<file path="config.mk">
export PLATFORM = sky130hd
export DESIGN_NAME = arcade_io_top
export DESIGN_NICKNAME = d
export VERILOG_FILES = /design/src/source/arcade_pkg.sv /design/src/source/arcade_io_top.sv /design/src/source/audio_mixer.sv /design/src/source/blank_timer.sv /design/src/source/control_mapper.sv /design/src/source/game_select.sv /design/src/source/stick_quantizer.sv
export SDC_FILE = /design/constraint.sdc
export NUM_CORES = 1
export LEC_CHECK = 0
export ABC_CLOCK_PERIOD_IN_PS = 4960
export BUFFER_PORTS_ARGS = -buffer_cell sky130_fd_sc_hd__clkbuf_2
export CORE_MARGIN = 4
export CORE_UTILIZATION = 45
export CTS_BUF_LIST = sky130_fd_sc_hd__clkbuf_4 sky130_fd_sc_hd__clkbuf_8
export CTS_CLUSTER_DIAMETER = 60
export DETAILED_ROUTE_END_ITERATION = 10
export GPL_TIMING_DRIVEN = 0
export PLACE_DENSITY = 0.7
export SLEW_MARGIN = 0
export SYNTH_ARGS = -nofsm -noshare
export SYNTH_HDL_FRONTEND = slang
export SYNTH_HIERARCHICAL = 1
export SYNTH_SLANG_ARGS = --single-unit
</file>
<file path="constraint.sdc">
create_clock -name clk_sys -period 4.96 [get_ports clk_sys]
set_clock_uncertainty 0.1 [all_clocks]
set_input_delay 0.248 -clock clk_sys [delete_from_list [all_inputs] [get_ports clk_sys]]
set_output_delay 0.248 -clock clk_sys [all_outputs]
set_load 0.1 [all_outputs]
</file>
<file path="src/source/arcade_pkg.sv">
/*
 * Arcade I/O shared definitions
 * Vector types, game codes, download indices and joystick bit positions
 */
package arcade_pkg;

	//////////////////////////////////////////////////
	// Player inputs
	//////////////////////////////////////////////////

	// Digital joystick word as delivered by the host
	typedef logic [15:0] joy_word_t;

	localparam int JOY_RIGHT   = 0;
	localparam int JOY_LEFT    = 1;
	localparam int JOY_DOWN    = 2;
	localparam int JOY_UP      = 3;
	localparam int JOY_FIRE_A  = 4;
	localparam int JOY_FIRE_B  = 5;
	localparam int JOY_FIRE_C  = 6;
	localparam int JOY_FIRE_D  = 7;
	localparam int JOY_START1  = 10;
	localparam int JOY_START2  = 11;
	localparam int JOY_COIN    = 12;
	localparam int JOY_ADVANCE = 13;
	localparam int JOY_AUTOUP  = 14;

	// Analog stick, X in the low byte and Y in the high byte
	typedef logic signed [7:0] stick_axis_t;
	typedef logic [15:0]       stick_word_t;

	// Sinistar stick position code
	typedef logic [3:0] stick_pos_t;
	localparam stick_pos_t STICK_CENTER = 4'd7;

	//////////////////////////////////////////////////
	// Board and download
	//////////////////////////////////////////////////

	typedef logic [7:0] io_byte_t;
	typedef logic [7:0] game_id_t;

	localparam game_id_t GAME_ROBOTRON = 8'd0;
	localparam game_id_t GAME_JOUST    = 8'd1;
	localparam game_id_t GAME_BUBBLES  = 8'd3;
	localparam game_id_t GAME_SINISTAR = 8'd6;
	localparam game_id_t GAME_PLAYBALL = 8'd7;

	typedef logic [7:0]  dl_index_t;
	typedef logic [24:0] dl_addr_t;

	localparam dl_index_t GAME_INDEX = 8'd1;
	localparam dl_index_t DIP_INDEX  = 8'd254;

	//////////////////////////////////////////////////
	// Audio and video
	//////////////////////////////////////////////////

	typedef logic [15:0] audio_sample_t;
	localparam int LPF_SHIFT = 9;

	// Blanking points, horizontal in half-pixel counts
	localparam int HBLANK_START = 336;
	localparam int HBLANK_END   = 40;
	localparam int VBLANK_START = 254;
	localparam int VBLANK_END   = 14;

	typedef logic [10:0] count_t;

endpackage

</file>
<file path="src/source/arcade_io_top.sv">
/*
 * Arcade I/O top
 * Control, blanking and audio glue around the Williams SoC
 */
`timescale 1ns/1ns

module arcade_io_top
#(
	parameter int LPF_SHIFT    = arcade_pkg::LPF_SHIFT,
	parameter int HBLANK_START = arcade_pkg::HBLANK_START,
	parameter int HBLANK_END   = arcade_pkg::HBLANK_END,
	parameter int VBLANK_START = arcade_pkg::VBLANK_START,
	parameter int VBLANK_END   = arcade_pkg::VBLANK_END
)
(
	input  logic                      clk_sys,
	input  logic                      reset,
	input  logic                      dl_wr,
	input  arcade_pkg::dl_index_t     dl_index,
	input  arcade_pkg::dl_addr_t      dl_addr,
	input  arcade_pkg::io_byte_t      dl_data,
	input  arcade_pkg::joy_word_t     joy1,
	input  arcade_pkg::joy_word_t     joy2,
	input  arcade_pkg::stick_word_t   stick1,
	input  arcade_pkg::stick_word_t   stick2,
	input  logic [1:0]                control_mode,
	input  logic                      hs,
	input  logic                      vs,
	input  arcade_pkg::io_byte_t      main_audio,
	input  arcade_pkg::audio_sample_t speech,
	output arcade_pkg::io_byte_t      ja,
	output arcade_pkg::io_byte_t      jb,
	output arcade_pkg::io_byte_t      sw,
	output logic [2:0]                btn,
	output logic                      sin_fire,
	output logic                      sin_bomb,
	output logic                      sinistar,
	output logic                      landscape,
	output logic                      hblank,
	output logic                      vblank,
	output logic                      ce_pix,
	output arcade_pkg::audio_sample_t audio_out
);
	import arcade_pkg::*;

	game_id_t game;
	io_byte_t dip0;

	game_select u_game_select
	(
		.clk_sys  (clk_sys),
		.reset    (reset),
		.dl_wr    (dl_wr),
		.dl_index (dl_index),
		.dl_addr  (dl_addr),
		.dl_data  (dl_data),
		.game     (game),
		.dip0     (dip0)
	);

	control_mapper u_control_mapper
	(
		.clk_sys      (clk_sys),
		.reset        (reset),
		.game         (game),
		.dip0         (dip0),
		.control_mode (control_mode),
		.joy1         (joy1),
		.joy2         (joy2),
		.stick1       (stick1),
		.stick2       (stick2),
		.ja           (ja),
		.jb           (jb),
		.sw           (sw),
		.btn          (btn),
		.sin_fire     (sin_fire),
		.sin_bomb     (sin_bomb),
		.sinistar     (sinistar),
		.landscape    (landscape)
	);

	blank_timer
	#(
		.HBLANK_START (HBLANK_START),
		.HBLANK_END   (HBLANK_END),
		.VBLANK_START (VBLANK_START),
		.VBLANK_END   (VBLANK_END)
	)
	u_blank_timer
	(
		.clk_sys (clk_sys),
		.reset   (reset),
		.hs      (hs),
		.vs      (vs),
		.hblank  (hblank),
		.vblank  (vblank),
		.ce_pix  (ce_pix)
	);

	// Speech boost follows the Sinistar profile
	audio_mixer
	#(
		.LPF_SHIFT (LPF_SHIFT)
	)
	u_audio_mixer
	(
		.clk_sys    (clk_sys),
		.reset      (reset),
		.main_audio (main_audio),
		.speech     (speech),
		.sinistar   (sinistar),
		.audio_out  (audio_out)
	);

endmodule

</file>
<file path="src/source/audio_mixer.sv">
/*
 * Audio mixer
 * Mixes main sound with speech, boosts Sinistar speech with saturation
 * and smooths the result with a one-pole low-pass filter
 */
`timescale 1ns/1ns

module audio_mixer
#(
	parameter int LPF_SHIFT = arcade_pkg::LPF_SHIFT
)
(
	input  logic                      clk_sys,
	input  logic                      reset,
	input  arcade_pkg::io_byte_t      main_audio,
	input  arcade_pkg::audio_sample_t speech,
	input  logic                      sinistar,
	output arcade_pkg::audio_sample_t audio_out
);
	import arcade_pkg::*;

	localparam int ACC_W = 17 + LPF_SHIFT;

	logic signed [15:0] speech_c;
	logic signed [17:0] speech_x4;
	logic signed [15:0] speech_sat;
	audio_sample_t      speech_boost;
	audio_sample_t      speech_sel;
	logic [16:0]        mix;
	logic [ACC_W-1:0]   acc;
	logic [16:0]        filtered;

	//////////////////////////////////////////////////
	// Speech boost
	//////////////////////////////////////////////////

	// Offset binary to two's complement
	assign speech_c  = speech - 16'h8000;
	assign speech_x4 = {speech_c, 2'b00};

	always_comb
	begin
		if (speech_x4 > 18'sd32767)
			speech_sat = 16'sh7fff;
		else if (speech_x4 < -18'sd32768)
			speech_sat = 16'sh8000;
		else
			speech_sat = speech_x4[15:0];
	end

	assign speech_boost = speech_sat + 16'h8000;
	assign speech_sel   = sinistar ? speech_boost : speech;

	//////////////////////////////////////////////////
	// Mix and low-pass
	//////////////////////////////////////////////////

	assign mix = {1'b0, main_audio, 8'h00} + {1'b0, speech_sel};

	// Leaky integrator whose top bits are the filtered sample
	assign filtered = acc[ACC_W-1:LPF_SHIFT];

	always_ff @(posedge clk_sys)
	begin
		if (reset)
			acc <= '0;
		else
			acc <= acc + {{LPF_SHIFT{1'b0}}, mix} - {{LPF_SHIFT{1'b0}}, filtered};
	end

	assign audio_out = {2'b00, filtered[16:3]};

endmodule

</file>
<file path="src/source/blank_timer.sv">
/*
 * Blanking timer
 * Rebuilds blanking and the pixel enable from the SoC sync pulses
 */
`timescale 1ns/1ns

module blank_timer
#(
	parameter int HBLANK_START = arcade_pkg::HBLANK_START,
	parameter int HBLANK_END   = arcade_pkg::HBLANK_END,
	parameter int VBLANK_START = arcade_pkg::VBLANK_START,
	parameter int VBLANK_END   = arcade_pkg::VBLANK_END
)
(
	input  logic clk_sys,
	input  logic reset,
	input  logic hs,
	input  logic vs,
	output logic hblank,
	output logic vblank,
	output logic ce_pix
);
	import arcade_pkg::*;

	logic   hs_d;
	logic   hs_dd;
	logic   vs_d;
	logic   vs_line;
	logic   hs_rise;
	count_t pcnt;
	count_t lcnt;

	// One register stage on the syncs before edge detection
	assign hs_rise = hs_d & ~hs_dd;

	always_ff @(posedge clk_sys)
	begin
		if (reset)
		begin
			hs_d    <= 1'b0;
			hs_dd   <= 1'b0;
			vs_d    <= 1'b0;
			vs_line <= 1'b0;
			pcnt    <= '0;
			lcnt    <= '0;
			hblank  <= 1'b0;
			vblank  <= 1'b0;
		end
		else
		begin
			hs_d  <= hs;
			hs_dd <= hs_d;
			vs_d  <= vs;

			// Pixel counter stops at full scale
			if (~&pcnt)
				pcnt <= pcnt + 1'b1;

			if (hs_rise)
			begin
				pcnt <= '0;
				if (~&lcnt)
					lcnt <= lcnt + 1'b1;

				// vs is only looked at once per line
				vs_line <= vs_d;
				if (vs_d & ~vs_line)
					lcnt <= '0;
			end

			if (pcnt[10:1] == HBLANK_START)
				hblank <= 1'b1;
			if (pcnt[10:1] == HBLANK_END)
				hblank <= 1'b0;

			if (lcnt == VBLANK_START)
				vblank <= 1'b1;
			if (lcnt == VBLANK_END)
				vblank <= 1'b0;
		end
	end

	assign ce_pix = pcnt[0];

endmodule

</file>
<file path="src/source/control_mapper.sv">
/*
 * Control mapper
 * Maps the player joysticks onto each game's input board bytes
 * and flags the game profile
 */
`timescale 1ns/1ns

module control_mapper
(
	input  logic                    clk_sys,
	input  logic                    reset,
	input  arcade_pkg::game_id_t    game,
	input  arcade_pkg::io_byte_t    dip0,
	input  logic [1:0]              control_mode,
	input  arcade_pkg::joy_word_t   joy1,
	input  arcade_pkg::joy_word_t   joy2,
	input  arcade_pkg::stick_word_t stick1,
	input  arcade_pkg::stick_word_t stick2,
	output arcade_pkg::io_byte_t    ja,
	output arcade_pkg::io_byte_t    jb,
	output arcade_pkg::io_byte_t    sw,
	output logic [2:0]              btn,
	output logic                    sin_fire,
	output logic                    sin_bomb,
	output logic                    sinistar,
	output logic                    landscape
);
	import arcade_pkg::*;

	joy_word_t  joy_any;
	stick_pos_t pos_x;
	stick_pos_t pos_y;
	logic [3:0] robo_lo;
	logic [3:0] robo_hi;
	io_byte_t   ja_raw;
	io_byte_t   jb_raw;

	// Directions packed as {right, left, down, up}
	function automatic logic [3:0] dirs(input joy_word_t j);
		return {j[JOY_RIGHT], j[JOY_LEFT], j[JOY_DOWN], j[JOY_UP]};
	endfunction

	stick_quantizer u_stick
	(
		.clk_sys (clk_sys),
		.reset   (reset),
		.joy1    (joy1),
		.joy2    (joy2),
		.stick1  (stick1),
		.stick2  (stick2),
		.pos_x   (pos_x),
		.pos_y   (pos_y)
	);

	assign joy_any = joy1 | joy2;

	//////////////////////////////////////////////////
	// Robotron twin stick modes
	//////////////////////////////////////////////////

	// Bit 1 splits the players and bit 0 puts the fire stick on the directions
	assign robo_lo = control_mode[1] ? dirs(joy1) : dirs(joy_any);
	assign robo_hi = control_mode[1] ? dirs(joy2) :
	                 control_mode[0] ? dirs(joy_any) :
	                 {joy_any[JOY_FIRE_A], joy_any[JOY_FIRE_D],
	                  joy_any[JOY_FIRE_B], joy_any[JOY_FIRE_C]};

	//////////////////////////////////////////////////
	// Per-game mapping
	//////////////////////////////////////////////////

	always_comb
	begin
		ja_raw    = '0;
		jb_raw    = '0;
		btn       = '0;
		sinistar  = 1'b0;
		landscape = 1'b1;

		case (game)
			GAME_ROBOTRON:
			begin
				btn    = {joy_any[JOY_START1], joy_any[JOY_START2], joy_any[JOY_COIN]};
				ja_raw = {robo_hi, robo_lo};
				jb_raw = ja_raw;
			end
			GAME_JOUST:
			begin
				btn    = {joy_any[JOY_START2], joy_any[JOY_START1], joy_any[JOY_COIN]};
				ja_raw = {5'b00000, joy1[JOY_FIRE_A], joy1[JOY_RIGHT], joy1[JOY_LEFT]};
				jb_raw = {5'b00000, joy2[JOY_FIRE_A], joy2[JOY_RIGHT], joy2[JOY_LEFT]};
			end
			GAME_BUBBLES:
			begin
				btn    = {joy_any[JOY_START2], joy_any[JOY_START1], joy_any[JOY_COIN]};
				ja_raw = {4'b0000, dirs(joy_any)};
				jb_raw = ja_raw;
			end
			GAME_SINISTAR:
			begin
				sinistar  = 1'b1;
				landscape = 1'b0;
				btn       = {joy_any[JOY_START1], joy_any[JOY_START2], joy_any[JOY_COIN]};
				ja_raw    = {pos_x, pos_y};
				jb_raw    = ja_raw;
			end
			GAME_PLAYBALL:
			begin
				landscape = 1'b0;
				btn       = {2'b00, joy_any[JOY_COIN]};
				ja_raw    = {4'b0000, joy_any[JOY_START2], joy_any[JOY_RIGHT],
				             joy_any[JOY_LEFT], joy_any[JOY_START1]};
				jb_raw    = ja_raw;
			end
			default:
			begin
				// Unknown board keeps every line released
			end
		endcase
	end

	// Input board lines are active low
	assign ja = ~ja_raw;
	assign jb = ~jb_raw;

	assign sw = dip0 | {6'b000000, joy_any[JOY_ADVANCE], joy_any[JOY_AUTOUP]};

	// Sinistar fire and bomb buttons
	assign sin_fire = ~joy_any[JOY_FIRE_A];
	assign sin_bomb = ~joy_any[JOY_FIRE_B];

endmodule

</file>
<file path="src/source/game_select.sv">
/*
 * Game select
 * Decodes download writes into the game code and DIP byte 0
 */
`timescale 1ns/1ns

module game_select
(
	input  logic                  clk_sys,
	input  logic                  reset,
	input  logic                  dl_wr,
	input  arcade_pkg::dl_index_t dl_index,
	input  arcade_pkg::dl_addr_t  dl_addr,
	input  arcade_pkg::io_byte_t  dl_data,
	output arcade_pkg::game_id_t  game,
	output arcade_pkg::io_byte_t  dip0
);
	import arcade_pkg::*;

	logic game_wr;
	logic dip_wr;

	// Any address under the game index carries the code
	assign game_wr = dl_wr && (dl_index == GAME_INDEX);

	// Only the first DIP byte is kept
	assign dip_wr = dl_wr && (dl_index == DIP_INDEX) && (dl_addr == '0);

	always_ff @(posedge clk_sys)
	begin
		if (reset)
		begin
			game <= GAME_ROBOTRON;
			dip0 <= '0;
		end
		else
		begin
			if (game_wr)
				game <= dl_data;
			if (dip_wr)
				dip0 <= dl_data;
		end
	end

endmodule

</file>
<file path="src/source/stick_quantizer.sv">
/*
 * Stick quantizer
 * Picks the stick of the last active player and turns it into
 * Sinistar position codes, falling back to the digital directions
 */
`timescale 1ns/1ns

module stick_quantizer
(
	input  logic                    clk_sys,
	input  logic                    reset,
	input  arcade_pkg::joy_word_t   joy1,
	input  arcade_pkg::joy_word_t   joy2,
	input  arcade_pkg::stick_word_t stick1,
	input  arcade_pkg::stick_word_t stick2,
	output arcade_pkg::stick_pos_t  pos_x,
	output arcade_pkg::stick_pos_t  pos_y
);
	import arcade_pkg::*;

	logic        j2;
	joy_word_t   joy_any;
	stick_word_t stick_sel;
	stick_axis_t axis_x;
	stick_axis_t axis_y;
	stick_pos_t  ana_x;
	stick_pos_t  ana_y;
	stick_pos_t  dig_x;
	stick_pos_t  dig_y;

	// Y runs the other way round on the cabinet stick
	function automatic stick_pos_t quantize(input stick_axis_t v, input logic mirror);
		stick_pos_t p;
		if (v < -96)
			p = mirror ? 4'd8 : 4'd0;
		else if (v < -64)
			p = mirror ? 4'd9 : 4'd4;
		else if (v < -32)
			p = mirror ? 4'd11 : 4'd6;
		else if (v > 96)
			p = mirror ? 4'd0 : 4'd8;
		else if (v > 64)
			p = mirror ? 4'd4 : 4'd9;
		else if (v > 32)
			p = mirror ? 4'd6 : 4'd11;
		else
			p = STICK_CENTER;
		return p;
	endfunction

	// Player 1 activity wins over player 2
	always_ff @(posedge clk_sys)
	begin
		if (reset)
			j2 <= 1'b0;
		else if (joy1 != '0)
			j2 <= 1'b0;
		else if (joy2 != '0)
			j2 <= 1'b1;
	end

	assign joy_any   = joy1 | joy2;
	assign stick_sel = j2 ? stick2 : stick1;
	assign axis_x    = stick_sel[7:0];
	assign axis_y    = stick_sel[15:8];

	assign ana_x = quantize(axis_x, 1'b0);
	assign ana_y = quantize(axis_y, 1'b1);

	assign dig_x = joy_any[JOY_LEFT] ? 4'd0 : (joy_any[JOY_RIGHT] ? 4'd8 : STICK_CENTER);
	assign dig_y = joy_any[JOY_DOWN] ? 4'd0 : (joy_any[JOY_UP] ? 4'd8 : STICK_CENTER);

	// Centered stick hands over to the digital pad
	assign pos_x = (ana_x == STICK_CENTER) ? dig_x : ana_x;
	assign pos_y = (ana_y == STICK_CENTER) ? dig_y : ana_y;

endmodule
</file>
After elaboration in Yosys (flattened, before gate mapping)
Index checks and enable logic that the tools add are counted.
- add/subtract/negate cells: 7
- magnitude comparators: 14
- eq/ne operators: 13
- muxes and demuxes: 32
- bitwise logic cells: 10
- reduce and logical (&&, ||, !) cells: 17
- operators with widths (cell ; count):
    $pmux 8 s5 ; 2
    $mux 4 ; 18
    $mux 16 ; 4
    $gt 8x8->1 const B ; 4
    $reduce_bool 16->1 ; 2
    $add 26x17->26 ; 1
    $sub 26x17->26 ; 1
    $logic_not 25->1 ; 1
    $add 11x1->11 const B ; 2
    $mux 11 ; 2
    $reduce_and 11->1 ; 2
    $gt 18x16->1 const B ; 1
    $lt 18x16->1 const B ; 1
    $add 16x16->17 ; 1
    $add 16x16->16 const B ; 1
    $eq 8x1->1 const B ; 2
    $eq 8x3->1 const B ; 2
    $gt 8x7->1 const B ; 2
    $lt 8x6->1 const B ; 2
    $lt 8x7->1 const B ; 2
    $lt 8x8->1 const B ; 2
    $not 8->8 ; 2
    $sub 16x16->16 const B ; 1
    $or 15x15->15 ; 1
    other kinds (19) ; 34
- register bits: 71
- bits of input ports: 136
- output and inout bits: 50
- logic and storage cells: 105

Depth between registers and ports, before layout
- depth in word-level cells: 12
- depth in mapped cells: 19
- gate-level depth less buffers: 18

Hierarchy
The synthesis kept the hierarchy.
- by module, submodules not included (module ; times used ; cells an instance ; area an instance (um2) ; sequential area each (um2)):
    audio_mixer ; 1 ; 451 ; 3492.1 ; 520.5
    blank_timer ; 1 ; 159 ; 1420.1 ; 560.5
    game_select ; 1 ; 79 ; 815.8 ; 320.3
    control_mapper ; 1 ; 105 ; 640.6 ; 0.0
    stick_quantizer ; 1 ; 77 ; 546.8 ; 20.0

Worst setup path before layout
No wires, ideal clock.
- path kind: reg2reg
- start: register u_game_select.game[5]
- end: register u_audio_mixer.acc[16]
- library setup time: 0.123 ns
- arrival: 5.083 ns
- data required time: 4.737 ns
- slack: -0.346 ns
- stages on the path, launching flop included: 18
- buffers on the path: 1
- period minus slack after synthesis: 5.306 ns
- path through: dfxtp_1 -> nor4_4 -> nand3_4 -> nor2_4 -> inv_1 -> clkbuf_1 -> a21o_1 -> fa_1 -> inv_1 -> fa_1 -> inv_1 -> ha_1 -> a21oi_1 -> o21ai_0 -> nor2b_1 -> or3b_4 -> a31oi_4 -> mux2_1
- cells in the longest elaborated chain, start to end: 6
- ends and longest elaborated chain (what ; RTL line ; text):
    start: declaration ; game_select.sv:15 ; output arcade_pkg::game_id_t game,
    start signal: assignment ; game_select.sv:39 ; game <= dl_data;
    $eq 8x3->1 ; control_mapper.sv:80 ; case (game)
    $mux 1 ; control_mapper.sv:80 ;
    named net sinistar ; arcade_io_top.sv:37 ; output logic sinistar,
    $mux 16 ; audio_mixer.sv:52 ; assign speech_sel = sinistar ? speech_boost : speech;
    $add 16x16->17 ; audio_mixer.sv:58 ; assign mix = {1'b0, main_audio, 8'h00} + {1'b0, speech_sel};
    $add 26x17->26 ; audio_mixer.sv:68 ; acc <= acc + {{LPF_SHIFT{1'b0}}, mix} - {{LPF_SHIFT{1'b0}}, filtered};
    $sub 26x17->26 ; audio_mixer.sv:68 ;
    end signal: assignment ; audio_mixer.sv:68 ;
    end: declaration ; audio_mixer.sv:30 ; logic [ACC_W-1:0] acc;
The timed path passes the listed nets, and every way through them passes these cells.
A chain may end at the register's enable or synchronous reset.

Final worst setup path
- start: register u_game_select.game[4]
- end: register u_audio_mixer.acc[19]
- cells in the longest elaborated chain, start to end: 6
- ends and longest elaborated chain (what ; RTL line):
    $eq 8x3->1 ; control_mapper.sv:80
    $mux 1 ; control_mapper.sv:80
    $mux 16 ; audio_mixer.sv:52
    $add 16x16->17 ; audio_mixer.sv:58
    $add 26x17->26 ; audio_mixer.sv:68
    $sub 26x17->26 ; audio_mixer.sv:68
No other way between the ends.

==> implementation parameters <==
Parameter                              Value

Global routing
  Number of global-route vias before repair ... 6729
  Overflow left after global routing ... 0
  GR Util All Layers ... 0.228
  First-pass GRT wire length ... 32800 µm
  Antenna violations before repair ... 0
  Largest net degree at the start of global routing ... 13

Clocking
  Reg clk slew, reported paths ... 0.08 ns
  Later-pin clock latency in the skew report ... 0.35 ns
  Longest Clk Path Bufs ... 2
  Total number of clock tree sinks ... 71
  TritonCTS buffer count ... 9
  CTS tree ... done
  H-tree levels ... 3
  Cell at the root of the clock tree ... clkbuf_8

Floorplanning
  Die W ... 132 µm
  Die extent in y ... 132 µm
  Area inside the core boundary ... 15100 µm²
  Initial cell density of the core ... 0.457
  Site Rows ... 45
  Total I/O pin count ... 186
  Total Die Area ... 17400 µm²

Power
  Internal power contribution ... 0.00256 W
  Clock network fraction of design power ... 0.082
  Proportion of power drawn by flip-flops and latches ... 0.141
  Net switching power ... 0.00290 W
  Leakage power ... 3.83 nW
  Combinational fraction of design power ... 0.778
  Worst ir drop on vdd ... 0.000600 V
  Power density of the placed cells ... 650 nW/µm²
  Switching power as a share of total power ... 0.531

STA
  Worst-margin pin slew ... 0.658 ns
  Max Transition Viols Final ... 0
  Final number of setup-violating endpoints ... 0
  RSZ-0062 raised after global routing ... no
  FMAX ... 216 MHz
  Max-slew headroom at the worst pin ... 0.548
  Final count of hold timing violations ... 0
  Final period demand of the worst path ... 4.63 ns
  Final clock period utilization by the worst path ... 0.933
  Hold Slack ... 0.0547 ns

Finish
  Final Net Count ... 1272
  Area growth, synth to finish ... 21.3%
  Share of layout cells above drive strength 1 ... 0.295
  Post-route cell area ... 8390 µm²
  Final-layout fill cell count ... 1485

Placement
  Last weighted congestion value of the routability-driven placer ... 0.945
  Placed standard-cell area ... 8160 µm²
  Total half-perimeter wirelength after legalization and detailed placement ... 16800 µm
  Count of port buffers added during placement ... 180

Routing
  Total iterations of the first detailed-routing run ... 5
  Per-cell via count in the routed design ... 5.60
  Via count ... 7054
  Drt wl/cell ... 16.2 µm
  Final routed wirelength across all metal layers ... 20400 µm
  Initial DRC count ... 376
  Number of antenna-violating nets in the routed design ... 0
  Total DRC errors in the routed layout ... 0

Run status
  Run status ... complete, no violations

Worst setup path
  Required time reported for the critical path endpoint ... 5.10 ns
  Worst path arrival time ... 4.77 ns
  Largest stage delay on the critical path ... 0.49 ns
  Chain of cells forming the critical path ... nor4_4 -> nand3_4 -> nor2_4 -> inv_2 -> clkbuf_8 -> a211oi_1 -> a21oi_1 -> fa_1 -> inv_1 -> ha_1 -> ha_1 -> a21oi_1 -> nand2_1 -> o211ai_1 -> o21ai_2 -> a31oi_1 -> mux2_2
  Max stage delay cell, worst path ... fa_1
  Reg2reg setup slack ... 0.33 ns
  Category of the critical setup timing path ... reg2reg
  Max FO, Critical Path ... 10
  Critical Path Sink Type ... register
  Startpoint types ... register

Yosys
  Post-synthesis async set-or-reset flop share ... 0
  Unique cell type count in the Yosys netlist ... 87
  Number of flip-flops and latches in the synthesized netlist ... 71
  Synthesized cell area ... 6920 µm²
  Fraction of the yosys area taken by sequential cells ... 0.206
  Post-synth EDFFs ... 0
  Leading register cell type out of synthesis ... dfxtp_1
  Synthesis warning total ... 6
  Synth Instances ... 871
  Synth Area per Inst ... 7.94 µm²

Min path
  Hold Crit Class ... in2reg

Flow run
  Max-capacitance violation count ... 0
[synthesized netlist by cell type (6+ instances only)]
library cell | number | area, µm²
clkbuf_1 | 24 | 90.1
nor2b_1 | 22 | 138
mux2_2 | 9 | 101
buf_2 | 8 | 40.0
or2_2 | 11 | 68.8
fa_1 | 24 | 480
o21ai_0 | 43 | 215
nand2_1 | 36 | 135
a21o_1 | 12 | 90.1
ha_1 | 46 | 576
buf_4 | 31 | 233
xnor2_1 | 9 | 78.8
o22ai_1 | 7 | 43.8
nand2b_1 | 8 | 50.1
o21a_1 | 6 | 45.0
nor2_1 | 81 | 304
nor3_1 | 10 | 50.1
or3_1 | 11 | 68.8
dfxtp_1 | 71 | 1420
nand4_1 | 21 | 131
a21oi_1 | 83 | 415
and3_1 | 10 | 62.6
nor4_1 | 18 | 113
nand3_1 | 20 | 100
xor2_1 | 8 | 70.1
mux2i_1 | 20 | 200
a211oi_1 | 18 | 135
a31oi_1 | 8 | 50.1
and2_1 | 8 | 50.1
o31ai_1 | 12 | 90.1
inv_1 | 78 | 293
[stage by stage]
step	worst slack, ns	std cells	utilization	total power (W)	setup TNS [ns]
2_1_floorplan	-0.0656	872	-	0.00417	-0.0932
3_5_place_dp	0.212	1240	0.539	0.00496	0
5_1_grt	0.0706	1259	0.554	0.00598	0
3_3_place_gp	0.250	1240	0.539	0.00490	0
4_1_cts	0.163	1258	0.552	0.00544	0
6_report	0.330	1260	0.554	0.00546	0
[power by group through the flow]
stage / sequential (W) / combinational, W / clock (W)
3_3_place_gp: 0.000783 / 0.00412 / 0
6_report: 0.000768 / 0.00424 / 0.000446
5_1_grt: 0.000779 / 0.00471 / 0.000492
3_5_place_dp: 0.000783 / 0.00418 / 0
2_1_floorplan: 0.000757 / 0.00341 / 0
4_1_cts: 0.000769 / 0.00420 / 0.000466
[metal layers]
layer  wire [µm]  GRT usage  share of wire
met2        9800      0.392           0.48
met1        8870      0.285           0.43
met3        1270     0.0370          0.062
met4         494     0.0893          0.024
met5           0          0              0
[worst max-delay path, delay by kind of cell (launching register included)]
kind                     cells  cell delay, ns
flip-flops                   1            0.36
multiplexers                 1            0.36
adder cells (fa/ha/maj)      3            1.14
AO/OA/AOI/OAI                6            1.27
AND/OR/NAND/NOR              4            0.91
buffers and inverters        3            0.37
[registers in the layout, indices dropped and copies added, names as in the netlist]
name and count:
u_blank_timer/lcnt 11, u_game_select/dip0 8, u_blank_timer/vs_d 1, u_audio_mixer/acc 26
u_blank_timer/hs_d 1, u_blank_timer/pcnt 11, u_blank_timer/vblank 1, u_blank_timer/hs_dd 1
u_blank_timer/vs_line 1, u_control_mapper/u_stick/j2 1, u_blank_timer/hblank 1, u_game_select/game 8
[path summary, 6_finish.rpt]
kind,to,cells after the start,startpoint
setup / recovery,u_audio_mixer/acc[19],17,u_game_select/game[4]
hold / removal,u_game_select/game[2],3,dl_data[2]
setup reg to reg,u_audio_mixer/acc[19],17,u_game_select/game[4]
hold reg to reg,u_blank_timer/hs_dd,1,u_blank_timer/hs_d
[cell type report]
type | instances | area [µm²] | share of cell area
clock buffer | 12 | 159 | 0.0189
clock inverter | 4 | 28.8 | 0.00343
sequential | 71 | 1420 | 0.170
timing repair buffer | 183 | 928 | 0.111
buffer | 67 | 414 | 0.0494
tap | 188 | 235 | 0.0280
multi-input combinational | 656 | 4910 | 0.585
antenna | 1 | 2.50 | 0.000298
inverter | 78 | 293 | 0.0349
[placed cells by master, fill, tap and decap left out, drive strengths merged, types with 23 or more instances in the layout]
cell type	n
dfxtp	71
nor2	82
a21oi	88
clkbuf	217
buf	43
nand2	36
o21ai	49
fa	24
ha	46
nand4	23
nand3	23
inv	79
nor4	26
nor2b	23
[logic make-up after synthesis]
family,count (synthesis),synth area share
AOI/OAI and AO/OA,237,0.220
xor gates and xnor gates,17,0.0215
adders and majority gates,70,0.153
buffers and inverters,145,0.0993
DFF,71,0.206
muxes,31,0.0469
other,1,0.000542
and+or+nand+nor,299,0.253
[what timing repair did]
item,CTS,global route
buffers inserted,0,1
hold buffers,2,0
setup endpoints to repair,0,7
hold endpoints to repair,2,0
gates resized for setup,0,5
No activity file was read; power rests on OpenSTA's default activity.
